`config.mk`:
```
export PLATFORM = sky130hd
export DESIGN_NAME = dcache
export DESIGN_NICKNAME = d
export VERILOG_FILES = /design/src/mem_types_pkg.sv /design/src/dcache_geom_pkg.sv /design/src/dcache_array_if.sv /design/src/dcache_tag_array.sv /design/src/dcache_ctrl.sv /design/src/dcache.sv
export SDC_FILE = /design/constraint.sdc
export NUM_CORES = 2
export LEC_CHECK = 0
export BUFFER_PORTS_ARGS = -buffer_cell sky130_fd_sc_hd__buf_4
export CAP_MARGIN = 20
export CORE_MARGIN = 2
export CORE_UTILIZATION = 40
export CTS_BUF_LIST = sky130_fd_sc_hd__clkbuf_4
export DETAILED_ROUTE_END_ITERATION = 8
export HOLD_SLACK_MARGIN = 0.12
export PLACE_DENSITY = 0.54
export SYNTH_ARGS = -nofsm -noshare
export SYNTH_HDL_FRONTEND = slang
export SYNTH_HIERARCHICAL = 1
export SYNTH_SLANG_ARGS = --single-unit
```
`constraint.sdc`:
```
create_clock -name CLK -period 6.9 [get_ports CLK]
set_input_delay 0.69 -clock CLK [delete_from_list [all_inputs] [get_ports CLK]]
set_output_delay 0.69 -clock CLK [all_outputs]
set_load 0.05 [all_outputs]
```
`src/mem_types_pkg.sv`:
```
`default_nettype none

package mem_types_pkg;

    // width of one bus word and of a byte address
    localparam int WORD_W = 32;

    // byte lane select inside a word
    localparam int BYTE_OFF_W = 2;

    // one word as it travels on the memory bus
    typedef logic [WORD_W-1:0] word_t;

endpackage

`default_nettype wire

```
`src/dcache_geom_pkg.sv`:
```
`default_nettype none

package dcache_geom_pkg;

    import mem_types_pkg::*;

    // two ways of eight sets, two words per block
    localparam int WAYS = 2;
    localparam int SETS = 8;
    localparam int BLOCK_WORDS = 2;

    localparam int IDX_W = 3;
    localparam int BLK_W = 1;
    localparam int TAG_W = WORD_W - IDX_W - BLK_W - BYTE_OFF_W;

    typedef logic [$clog2(WAYS)-1:0] way_t;

    // field view of a byte address, msb first
    typedef struct packed {
        logic [TAG_W-1:0]      tag;
        logic [IDX_W-1:0]      idx;
        logic [BLK_W-1:0]      blkoff;
        logic [BYTE_OFF_W-1:0] bytoff;
    } dcache_addr_fields_t;

    // same 32 bits, flat or split
    typedef union packed {
        word_t               word;
        dcache_addr_fields_t f;
    } dcache_addr_t;

    typedef struct packed {
        logic                         valid;
        logic                         dirty;
        logic [TAG_W-1:0]             tag;
        word_t [BLOCK_WORDS-1:0]      data;
    } dcache_frame_t;

endpackage

`default_nettype wire

```
`src/dcache_array_if.sv`:
```
`timescale 1ns/1ns
`default_nettype none

interface dcache_array_if;

    import mem_types_pkg::*;
    import dcache_geom_pkg::*;

    // lookup side
    dcache_addr_t     lookup_addr;
    logic             touch;
    logic             hit;
    way_t             hit_way;
    word_t            hit_word;
    way_t             victim_way;
    logic             victim_dirty;
    logic [TAG_W-1:0] victim_tag;

    // selected frame, also the target set of every write and flag update
    logic [IDX_W-1:0] sel_idx;
    way_t             sel_way;
    logic [BLK_W-1:0] sel_blk;
    word_t            sel_word;
    logic [TAG_W-1:0] sel_tag;
    logic             sel_dirty;

    // one word write per cycle
    logic             wr_en;
    way_t             wr_way;
    logic [BLK_W-1:0] wr_blk;
    word_t            wr_data;
    logic             fill_tag;
    logic             set_valid;
    logic             set_dirty;
    logic             clear_line;

    modport ctrl (
        output lookup_addr, touch, sel_idx, sel_way, sel_blk,
        output wr_en, wr_way, wr_blk, wr_data, fill_tag,
        output set_valid, set_dirty, clear_line,
        input  hit, hit_way, hit_word, victim_way, victim_dirty, victim_tag,
        input  sel_word, sel_tag, sel_dirty
    );

    modport array (
        input  lookup_addr, touch, sel_idx, sel_way, sel_blk,
        input  wr_en, wr_way, wr_blk, wr_data, fill_tag,
        input  set_valid, set_dirty, clear_line,
        output hit, hit_way, hit_word, victim_way, victim_dirty, victim_tag,
        output sel_word, sel_tag, sel_dirty
    );

endinterface

`default_nettype wire

```
`src/dcache_tag_array.sv`:
```
`timescale 1ns/1ns
`default_nettype none

module dcache_tag_array (
    input logic           CLK,
    input logic           nRST,
    dcache_array_if.array arr
);

    import dcache_geom_pkg::*;

    dcache_frame_t    frames [WAYS][SETS];
    way_t [SETS-1:0]  lru;
    dcache_addr_t     la;
    logic [WAYS-1:0]  way_hit;
    way_t             hit_way;
    way_t             victim;
    logic [SETS-1:0]  dup_tag;

    assign la = arr.lookup_addr;

    // tag compare against both ways of the looked-up set
    always_comb begin
        hit_way = '0;
        for (int w = 0; w < WAYS; w++) begin
            way_hit[w] = frames[w][la.f.idx].valid && (frames[w][la.f.idx].tag == la.f.tag);
            if (way_hit[w]) begin
                hit_way = way_t'(w);
            end
        end
    end

    assign arr.hit = |way_hit;
    assign arr.hit_way = hit_way;
    assign arr.hit_word = frames[hit_way][la.f.idx].data[la.f.blkoff];

    // lru bit names the way to replace
    assign victim = lru[la.f.idx];
    assign arr.victim_way = victim;
    assign arr.victim_dirty = frames[victim][la.f.idx].dirty;
    assign arr.victim_tag = frames[victim][la.f.idx].tag;

    // read port for writebacks
    assign arr.sel_word = frames[arr.sel_way][arr.sel_idx].data[arr.sel_blk];
    assign arr.sel_tag = frames[arr.sel_way][arr.sel_idx].tag;
    assign arr.sel_dirty = frames[arr.sel_way][arr.sel_idx].dirty;

    always_ff @(posedge CLK or negedge nRST) begin
        if (!nRST) begin
            for (int w = 0; w < WAYS; w++) begin
                for (int s = 0; s < SETS; s++) begin
                    frames[w][s].valid <= 1'b0;
                    frames[w][s].dirty <= 1'b0;
                end
            end
            lru <= '0;
        end else begin
            if (arr.wr_en) begin
                frames[arr.wr_way][arr.sel_idx].data[arr.wr_blk] <= arr.wr_data;
            end
            if (arr.fill_tag) begin
                frames[arr.wr_way][arr.sel_idx].tag <= la.f.tag;
            end
            // clear first, a set in the same cycle wins
            if (arr.clear_line) begin
                frames[arr.wr_way][arr.sel_idx].valid <= 1'b0;
                frames[arr.wr_way][arr.sel_idx].dirty <= 1'b0;
            end
            if (arr.set_valid) begin
                frames[arr.wr_way][arr.sel_idx].valid <= 1'b1;
            end
            if (arr.set_dirty) begin
                frames[arr.wr_way][arr.sel_idx].dirty <= 1'b1;
            end
            if (arr.touch) begin
                lru[la.f.idx] <= ~hit_way;
            end
        end
    end

    // a fill must never duplicate a tag already live in the other way
    always_comb begin
        for (int s = 0; s < SETS; s++) begin
            dup_tag[s] = frames[0][s].valid && frames[1][s].valid &&
                         (frames[0][s].tag == frames[1][s].tag);
        end
    end

    a_no_dup_tag: assert property (@(posedge CLK) disable iff (!nRST) dup_tag == '0)
        else $error("two valid ways of one set hold the same tag");

endmodule

`default_nettype wire

```
`src/dcache_ctrl.sv`:
```
`timescale 1ns/1ns
`default_nettype none

module dcache_ctrl (
    input  logic                 CLK,
    input  logic                 nRST,
    input  logic                 dmem_ren,
    input  logic                 dmem_wen,
    input  mem_types_pkg::word_t dmem_addr,
    input  mem_types_pkg::word_t dmem_store,
    input  logic                 halt,
    output mem_types_pkg::word_t dmem_load,
    output logic                 dhit,
    output logic                 flushed,
    output logic                 mem_ren,
    output logic                 mem_wen,
    output mem_types_pkg::word_t mem_addr,
    output mem_types_pkg::word_t mem_store,
    input  mem_types_pkg::word_t mem_load,
    input  logic                 mem_wait,
    dcache_array_if.ctrl         arr
);

    import dcache_geom_pkg::*;

    typedef enum logic [3:0] {
        IDLE,
        WB1,
        WB2,
        FILL1,
        FILL2,
        HALT,
        HALT_WB1,
        HALT_WB2,
        DONE
    } state_t;

    state_t           state;
    state_t           next_state;
    dcache_addr_t     req;
    dcache_addr_t     mem_a;
    way_t             repl_way;
    logic [TAG_W-1:0] wb_tag;
    logic [IDX_W:0]   set_cnt;
    way_t             way_cnt;
    logic             halting;
    logic             access;
    logic [BLK_W-1:0] blk;
    logic [IDX_W-1:0] idx;
    logic             load_victim;
    logic             sweep_step;

    assign req.word = dmem_addr;
    assign access = dmem_ren | dmem_wen;
    assign halting = state inside {HALT, HALT_WB1, HALT_WB2, DONE};
    assign blk = (state == WB2) || (state == FILL2) || (state == HALT_WB2);

    // halt sweep walks the sets, otherwise follow the request
    assign idx = halting ? set_cnt[IDX_W-1:0] : req.f.idx;

    assign arr.lookup_addr = req;
    assign arr.sel_idx = idx;
    assign arr.sel_way = halting ? way_cnt : repl_way;
    assign arr.sel_blk = blk;
    assign arr.wr_blk = (state == IDLE) ? req.f.blkoff : blk;
    assign arr.wr_data = (state == IDLE) ? dmem_store : mem_load;
    assign arr.wr_way = (state == IDLE) ? arr.hit_way : (halting ? way_cnt : repl_way);

    assign dmem_load = arr.hit_word;
    assign flushed = (state == DONE);

    // block-aligned bus address
    always_comb begin
        mem_a.f.tag = req.f.tag;
        if (state == WB1 || state == WB2) begin
            mem_a.f.tag = wb_tag;
        end else if (state == HALT_WB1 || state == HALT_WB2) begin
            mem_a.f.tag = arr.sel_tag;
        end
        mem_a.f.idx = idx;
        mem_a.f.blkoff = blk;
        mem_a.f.bytoff = '0;
    end

    assign mem_addr = mem_a.word;
    assign mem_store = arr.sel_word;

    always_comb begin
        next_state = state;
        dhit = 1'b0;
        mem_ren = 1'b0;
        mem_wen = 1'b0;
        arr.touch = 1'b0;
        arr.wr_en = 1'b0;
        arr.fill_tag = 1'b0;
        arr.set_valid = 1'b0;
        arr.set_dirty = 1'b0;
        arr.clear_line = 1'b0;
        load_victim = 1'b0;
        sweep_step = 1'b0;

        case (state)
            IDLE: begin
                if (halt) begin
                    next_state = HALT;
                end else if (access && arr.hit) begin
                    dhit = 1'b1;
                    arr.touch = 1'b1;
                    if (dmem_wen) begin
                        arr.wr_en = 1'b1;
                        arr.set_dirty = 1'b1;
                    end
                end else if (access) begin
                    load_victim = 1'b1;
                    next_state = arr.victim_dirty ? WB1 : FILL1;
                end
            end
            WB1: begin
                mem_wen = 1'b1;
                if (!mem_wait) begin
                    next_state = WB2;
                end
            end
            WB2: begin
                mem_wen = 1'b1;
                if (!mem_wait) begin
                    next_state = FILL1;
                end
            end
            FILL1: begin
                mem_ren = 1'b1;
                if (!mem_wait) begin
                    // old line dies here, new tag goes in
                    arr.wr_en = 1'b1;
                    arr.fill_tag = 1'b1;
                    arr.clear_line = 1'b1;
                    next_state = FILL2;
                end
            end
            FILL2: begin
                mem_ren = 1'b1;
                if (!mem_wait) begin
                    arr.wr_en = 1'b1;
                    arr.set_valid = 1'b1;
                    next_state = IDLE;
                end
            end
            HALT: begin
                if (set_cnt[IDX_W]) begin
                    next_state = DONE;
                end else if (arr.sel_dirty) begin
                    next_state = HALT_WB1;
                end else begin
                    sweep_step = 1'b1;
                end
            end
            HALT_WB1: begin
                mem_wen = 1'b1;
                if (!mem_wait) begin
                    next_state = HALT_WB2;
                end
            end
            HALT_WB2: begin
                mem_wen = 1'b1;
                if (!mem_wait) begin
                    arr.clear_line = 1'b1;
                    sweep_step = 1'b1;
                    next_state = HALT;
                end
            end
            DONE: begin
                next_state = DONE;
            end
            default: begin
                next_state = IDLE;
            end
        endcase
    end

    always_ff @(posedge CLK or negedge nRST) begin
        if (!nRST) begin
            state <= IDLE;
            set_cnt <= '0;
            way_cnt <= '0;
        end else begin
            state <= next_state;
            if (state == IDLE && halt) begin
                set_cnt <= '0;
                way_cnt <= '0;
            end else if (sweep_step) begin
                {set_cnt, way_cnt} <= {set_cnt, way_cnt} + 1'b1;
            end
        end
    end

    // victim chosen at the miss, kept through writeback and fill
    always_ff @(posedge CLK) begin
        if (load_victim) begin
            repl_way <= arr.victim_way;
            wb_tag <= arr.victim_tag;
        end
    end

    a_one_request: assert property (@(posedge CLK) disable iff (!nRST) !(mem_ren && mem_wen))
        else $error("read and write requested together");

    a_bus_hold: assert property (@(posedge CLK) disable iff (!nRST)
        (mem_ren || mem_wen) && mem_wait |=> $stable(mem_addr) && $stable(mem_store))
        else $error("bus address or data moved while waiting");

endmodule

`default_nettype wire

```
`src/dcache.sv`:
```
`timescale 1ns/1ns
`default_nettype none

module dcache (
    input  logic                 CLK,
    input  logic                 nRST,
    input  logic                 dmem_ren,
    input  logic                 dmem_wen,
    input  mem_types_pkg::word_t dmem_addr,
    input  mem_types_pkg::word_t dmem_store,
    input  logic                 halt,
    output mem_types_pkg::word_t dmem_load,
    output logic                 dhit,
    output logic                 flushed,
    output logic                 mem_ren,
    output logic                 mem_wen,
    output mem_types_pkg::word_t mem_addr,
    output mem_types_pkg::word_t mem_store,
    input  mem_types_pkg::word_t mem_load,
    input  logic                 mem_wait
);

    dcache_array_if arr_if ();

    // frames, lru and tag compare
    dcache_tag_array u_array (
        .CLK  (CLK),
        .nRST (nRST),
        .arr  (arr_if.array)
    );

    // miss, writeback and halt sequencing
    dcache_ctrl u_ctrl (
        .CLK        (CLK),
        .nRST       (nRST),
        .dmem_ren   (dmem_ren),
        .dmem_wen   (dmem_wen),
        .dmem_addr  (dmem_addr),
        .dmem_store (dmem_store),
        .halt       (halt),
        .dmem_load  (dmem_load),
        .dhit       (dhit),
        .flushed    (flushed),
        .mem_ren    (mem_ren),
        .mem_wen    (mem_wen),
        .mem_addr   (mem_addr),
        .mem_store  (mem_store),
        .mem_load   (mem_load),
        .mem_wait   (mem_wait),
        .arr        (arr_if.ctrl)
    );

endmodule

`default_nettype wire

```
==> results.toml <==
[worst_setup_path]
crit-reg2reg-capture = "u_ctrl/state[1]"
crit_chain = "mux4_2 > mux2i_1 > xnor2_2 > or4b_4 > a2111oi_4 > and4_4 > buf_12 > mux2i_1 > a32oi_1 > o2111ai_1 > o31a_1 > buf_4"
critPathBufInv = 2
rr_startpoint = "u_ctrl/state[0]"
path_delay_family = "compound AO/OA/AOI/OAI gates"
cp.required_ns = 6.21
worstPathArrival_ns = 6.13
worstRegToRegCells = 13
worstSetupPathType = "reg2out"
critPathLaunchType = "flip-flop"
timing.critical_path.slowest_cell_delay_ns = 0.58
flop_to_flop_setup_slack_ns = 1.74
cp_slowest_cell = "or4b_4"
worst_setup_path_end_kind = "output pin"
path_max_fanout = 29
worst_path_most_repeated_cell = "mux2i_1"
critical_path_depth = 12
critical_path.startpoint = "u_array/frames[714]"

[clocking]
cts.reportedPaths.clkPinSlew_ns = 0.07
worstSkewPairLatency_ns = 1.44
cts_inserted_buffers = 420
cts-htree-levels = 5
tritoncts = "built"
max-clock-path-buffers = 4
clock-root-buffer = "clkbuf_4"
clk_sinks = 1516

[final_layout]
fillerInstances = 16804
final_util = 0.4669
syn_to_final_growth_pct = 16.21
finish.net_count = 5751
design_area_um2 = 88610
share_of_layout_cells_above_drive_strength_1 = 0.3058

[power_and_ir_drop]
part_of_the_power_in_the_clock_network = 0.246
share_comb_of_total_power = 0.411
vdd_ir_drop_max_v = 0.0003900
power.sequential.fraction = 0.344
pwr_density_cell_nw_per_um2 = 361.9
power_switching_share = 0.3948
p_leak_nw = 30.10
switching_power_mw = 12.66
power.internal_mw = 19.41
total_power_mw = 32.07

[worst_hold_path]
hold-path-cell-count = 3
min-delay-path-class = "in2reg"
hold_path_startpoint = "dmem_store[5]"
hold_path_end = "u_array/frames[1325]"

[die]
core_um2 = 189800
placement_rows = 160
top_level_ports = 202
die_area_um2 = 194100
starting_density = 0.4018
floorplan.die.width_um = 440.6
die-height_um = 440.6

[drt]
post_detailed_route_wirelength_per_cell_um = 33.46
routed_via_density = 6.303
dr.first_iter.drc_count = 6140
route.final.wire_length_um = 283400
detailroute.via_count = 53377
firstDrtPassIters = 6
antenna_violating_nets_post_route = 0
post-route-drc-count = 0

[synthesis]
synth.cell_area_um2 = 76250
syn_avg_cell_area_um2 = 14.80
syn_inst = 5152
yosysWarnings = 6

[timing]
min_period_ns = 6.820
tightest_slew_ns = 1.176
totalNegativeSetupSlack_ns = 0
timing.fmax_mhz = 146.6
setup_viol = 0
endpoints_failing_hold = 0
fin_worst_hold_slack_ns = 0.1512
final_max_slew_viol_count = 0
clock_skew_ns = 0.1505
layout_worst_path_cycle_share = 0.9884
slew_headroom = 0.2158

[placement]
port_buffers = 197
gpl.final_weighted_congestion = 0.8717
post-dp-hpwl_um = 166400
placedInstanceArea_um2 = 82070

[global_routing]
grt_start_max_net_pins = 94
antenna_found_initial = 17
grt_first_pass_wirelength_um = 393400
globalRouteTotalUtil = 0.2865
global_route.overflow_total = 0
vias_in_the_first_global_route = 52570

[job]
maxCapViolations = 0

[outcome]
run_status = "finished, final reports clean"
metal layers:
metal	share of wire	wire [um]	GRT usage	vias to the layer above
met5	0.00014	40	0	-
met4	0.045	12790	0.1223	4
met3	0.083	23450	0.05222	614
met2	0.48	137300	0.4758	2934
met1	0.39	109800	0.3682	27742
li1	-	-	-	22083
power groups by stage:
stage	Combinational (mW)	Sequential (mW)	Clock, mW
after CTS	12.9	11.0	8.06
after floorplan	8.38	11.1	0
after global routing	13.7	11.0	8.56
final	13.2	11.0	7.88
after global placement	12.8	11.2	0
after detailed placement	12.8	11.2	0
timing repair:
item,CTS,global route
pin swaps,2,1
cloned,0,1
hold endpoints to repair,684,448
hold buffers,66,28
setup endpoints to repair,31,17
buffers inserted,2,1
gates resized for setup,9,9
layout make-up:
cell class | instances | area, um^2 | area share
sequential | 1516 | 45280 | 0.5110
multi-input combinational | 3121 | 29000 | 0.3273
timing repair buffer | 577 | 6077 | 0.06858
clock buffer | 594 | 4459 | 0.05032
tap | 2511 | 3142 | 0.03545
clock inverter | 121 | 534.3 | 0.006029
inverter | 12 | 71.32 | 0.0008048
antenna | 17 | 42.54 | 0.0004801
state kept, by name (all words and copies together) (netlist names):
signal and flops:
u_ctrl/wb_tag 26, u_ctrl/state 4, u_ctrl/way_cnt 1, u_array/lru 8, u_array/frames 1472, u_ctrl/repl_way 1, u_ctrl/set_cnt 4
layout by cell type (no fill, tap or decap), types with 19 or more instances in the layout:
master         instances
a211oi_1              24
a21oi_1              111
a22o_1                23
a22oi_1               48
a32oi_1               32
and3_1                35
buf_12                88
buf_4                372
clkbuf_4             594
clkinv_1             100
dfrtp_1               45
dlygate4sd3_1         92
edfxtp_1            1467
mux2_2               223
mux2i_1              614
mux4_2               378
nand2_1              317
nand3_1               71
nand4_1               19
nor2_1               227
nor2_4                50
nor2b_1               39
nor3_1                45
nor4_1                23
o2111ai_1             34
o21ai_0               94
o221ai_1              48
o22ai_1              210
o311ai_0              21
o311ai_1              40
o31a_1                31
or3_1                126
xnor2_1               29
worst max path at each step:
stage	slack, ns	to
6_report	0.08	dmem_load[3]
5_1_grt	-0.05	dmem_load[15]
4_1_cts	-0.008	dmem_load[6]
3_5_place_dp	0.30	dmem_load[20]
3_3_place_gp	0.31	dmem_load[20]
2_1_floorplan	0.36	u_ctrl/repl_way
stage by stage:
| step | setup slack [ns] | cells |
|---|---|---|
| 2_1_floorplan | 0.3576 | 5153 |
| 3_3_place_gp | 0.3059 | 7621 |
| 3_5_place_dp | 0.2973 | 7624 |
| 4_1_cts | -0.008267 | 8407 |
| 5_1_grt | -0.04641 | 8461 |
| 6_report | 0.07982 | 8469 |
tightest hold or removal path, cell delays in order:
cell     delay, ns
buf_4         0.08
nand2_1       0.04
nand2_1       0.44
(Power assumes the default switching activity.)
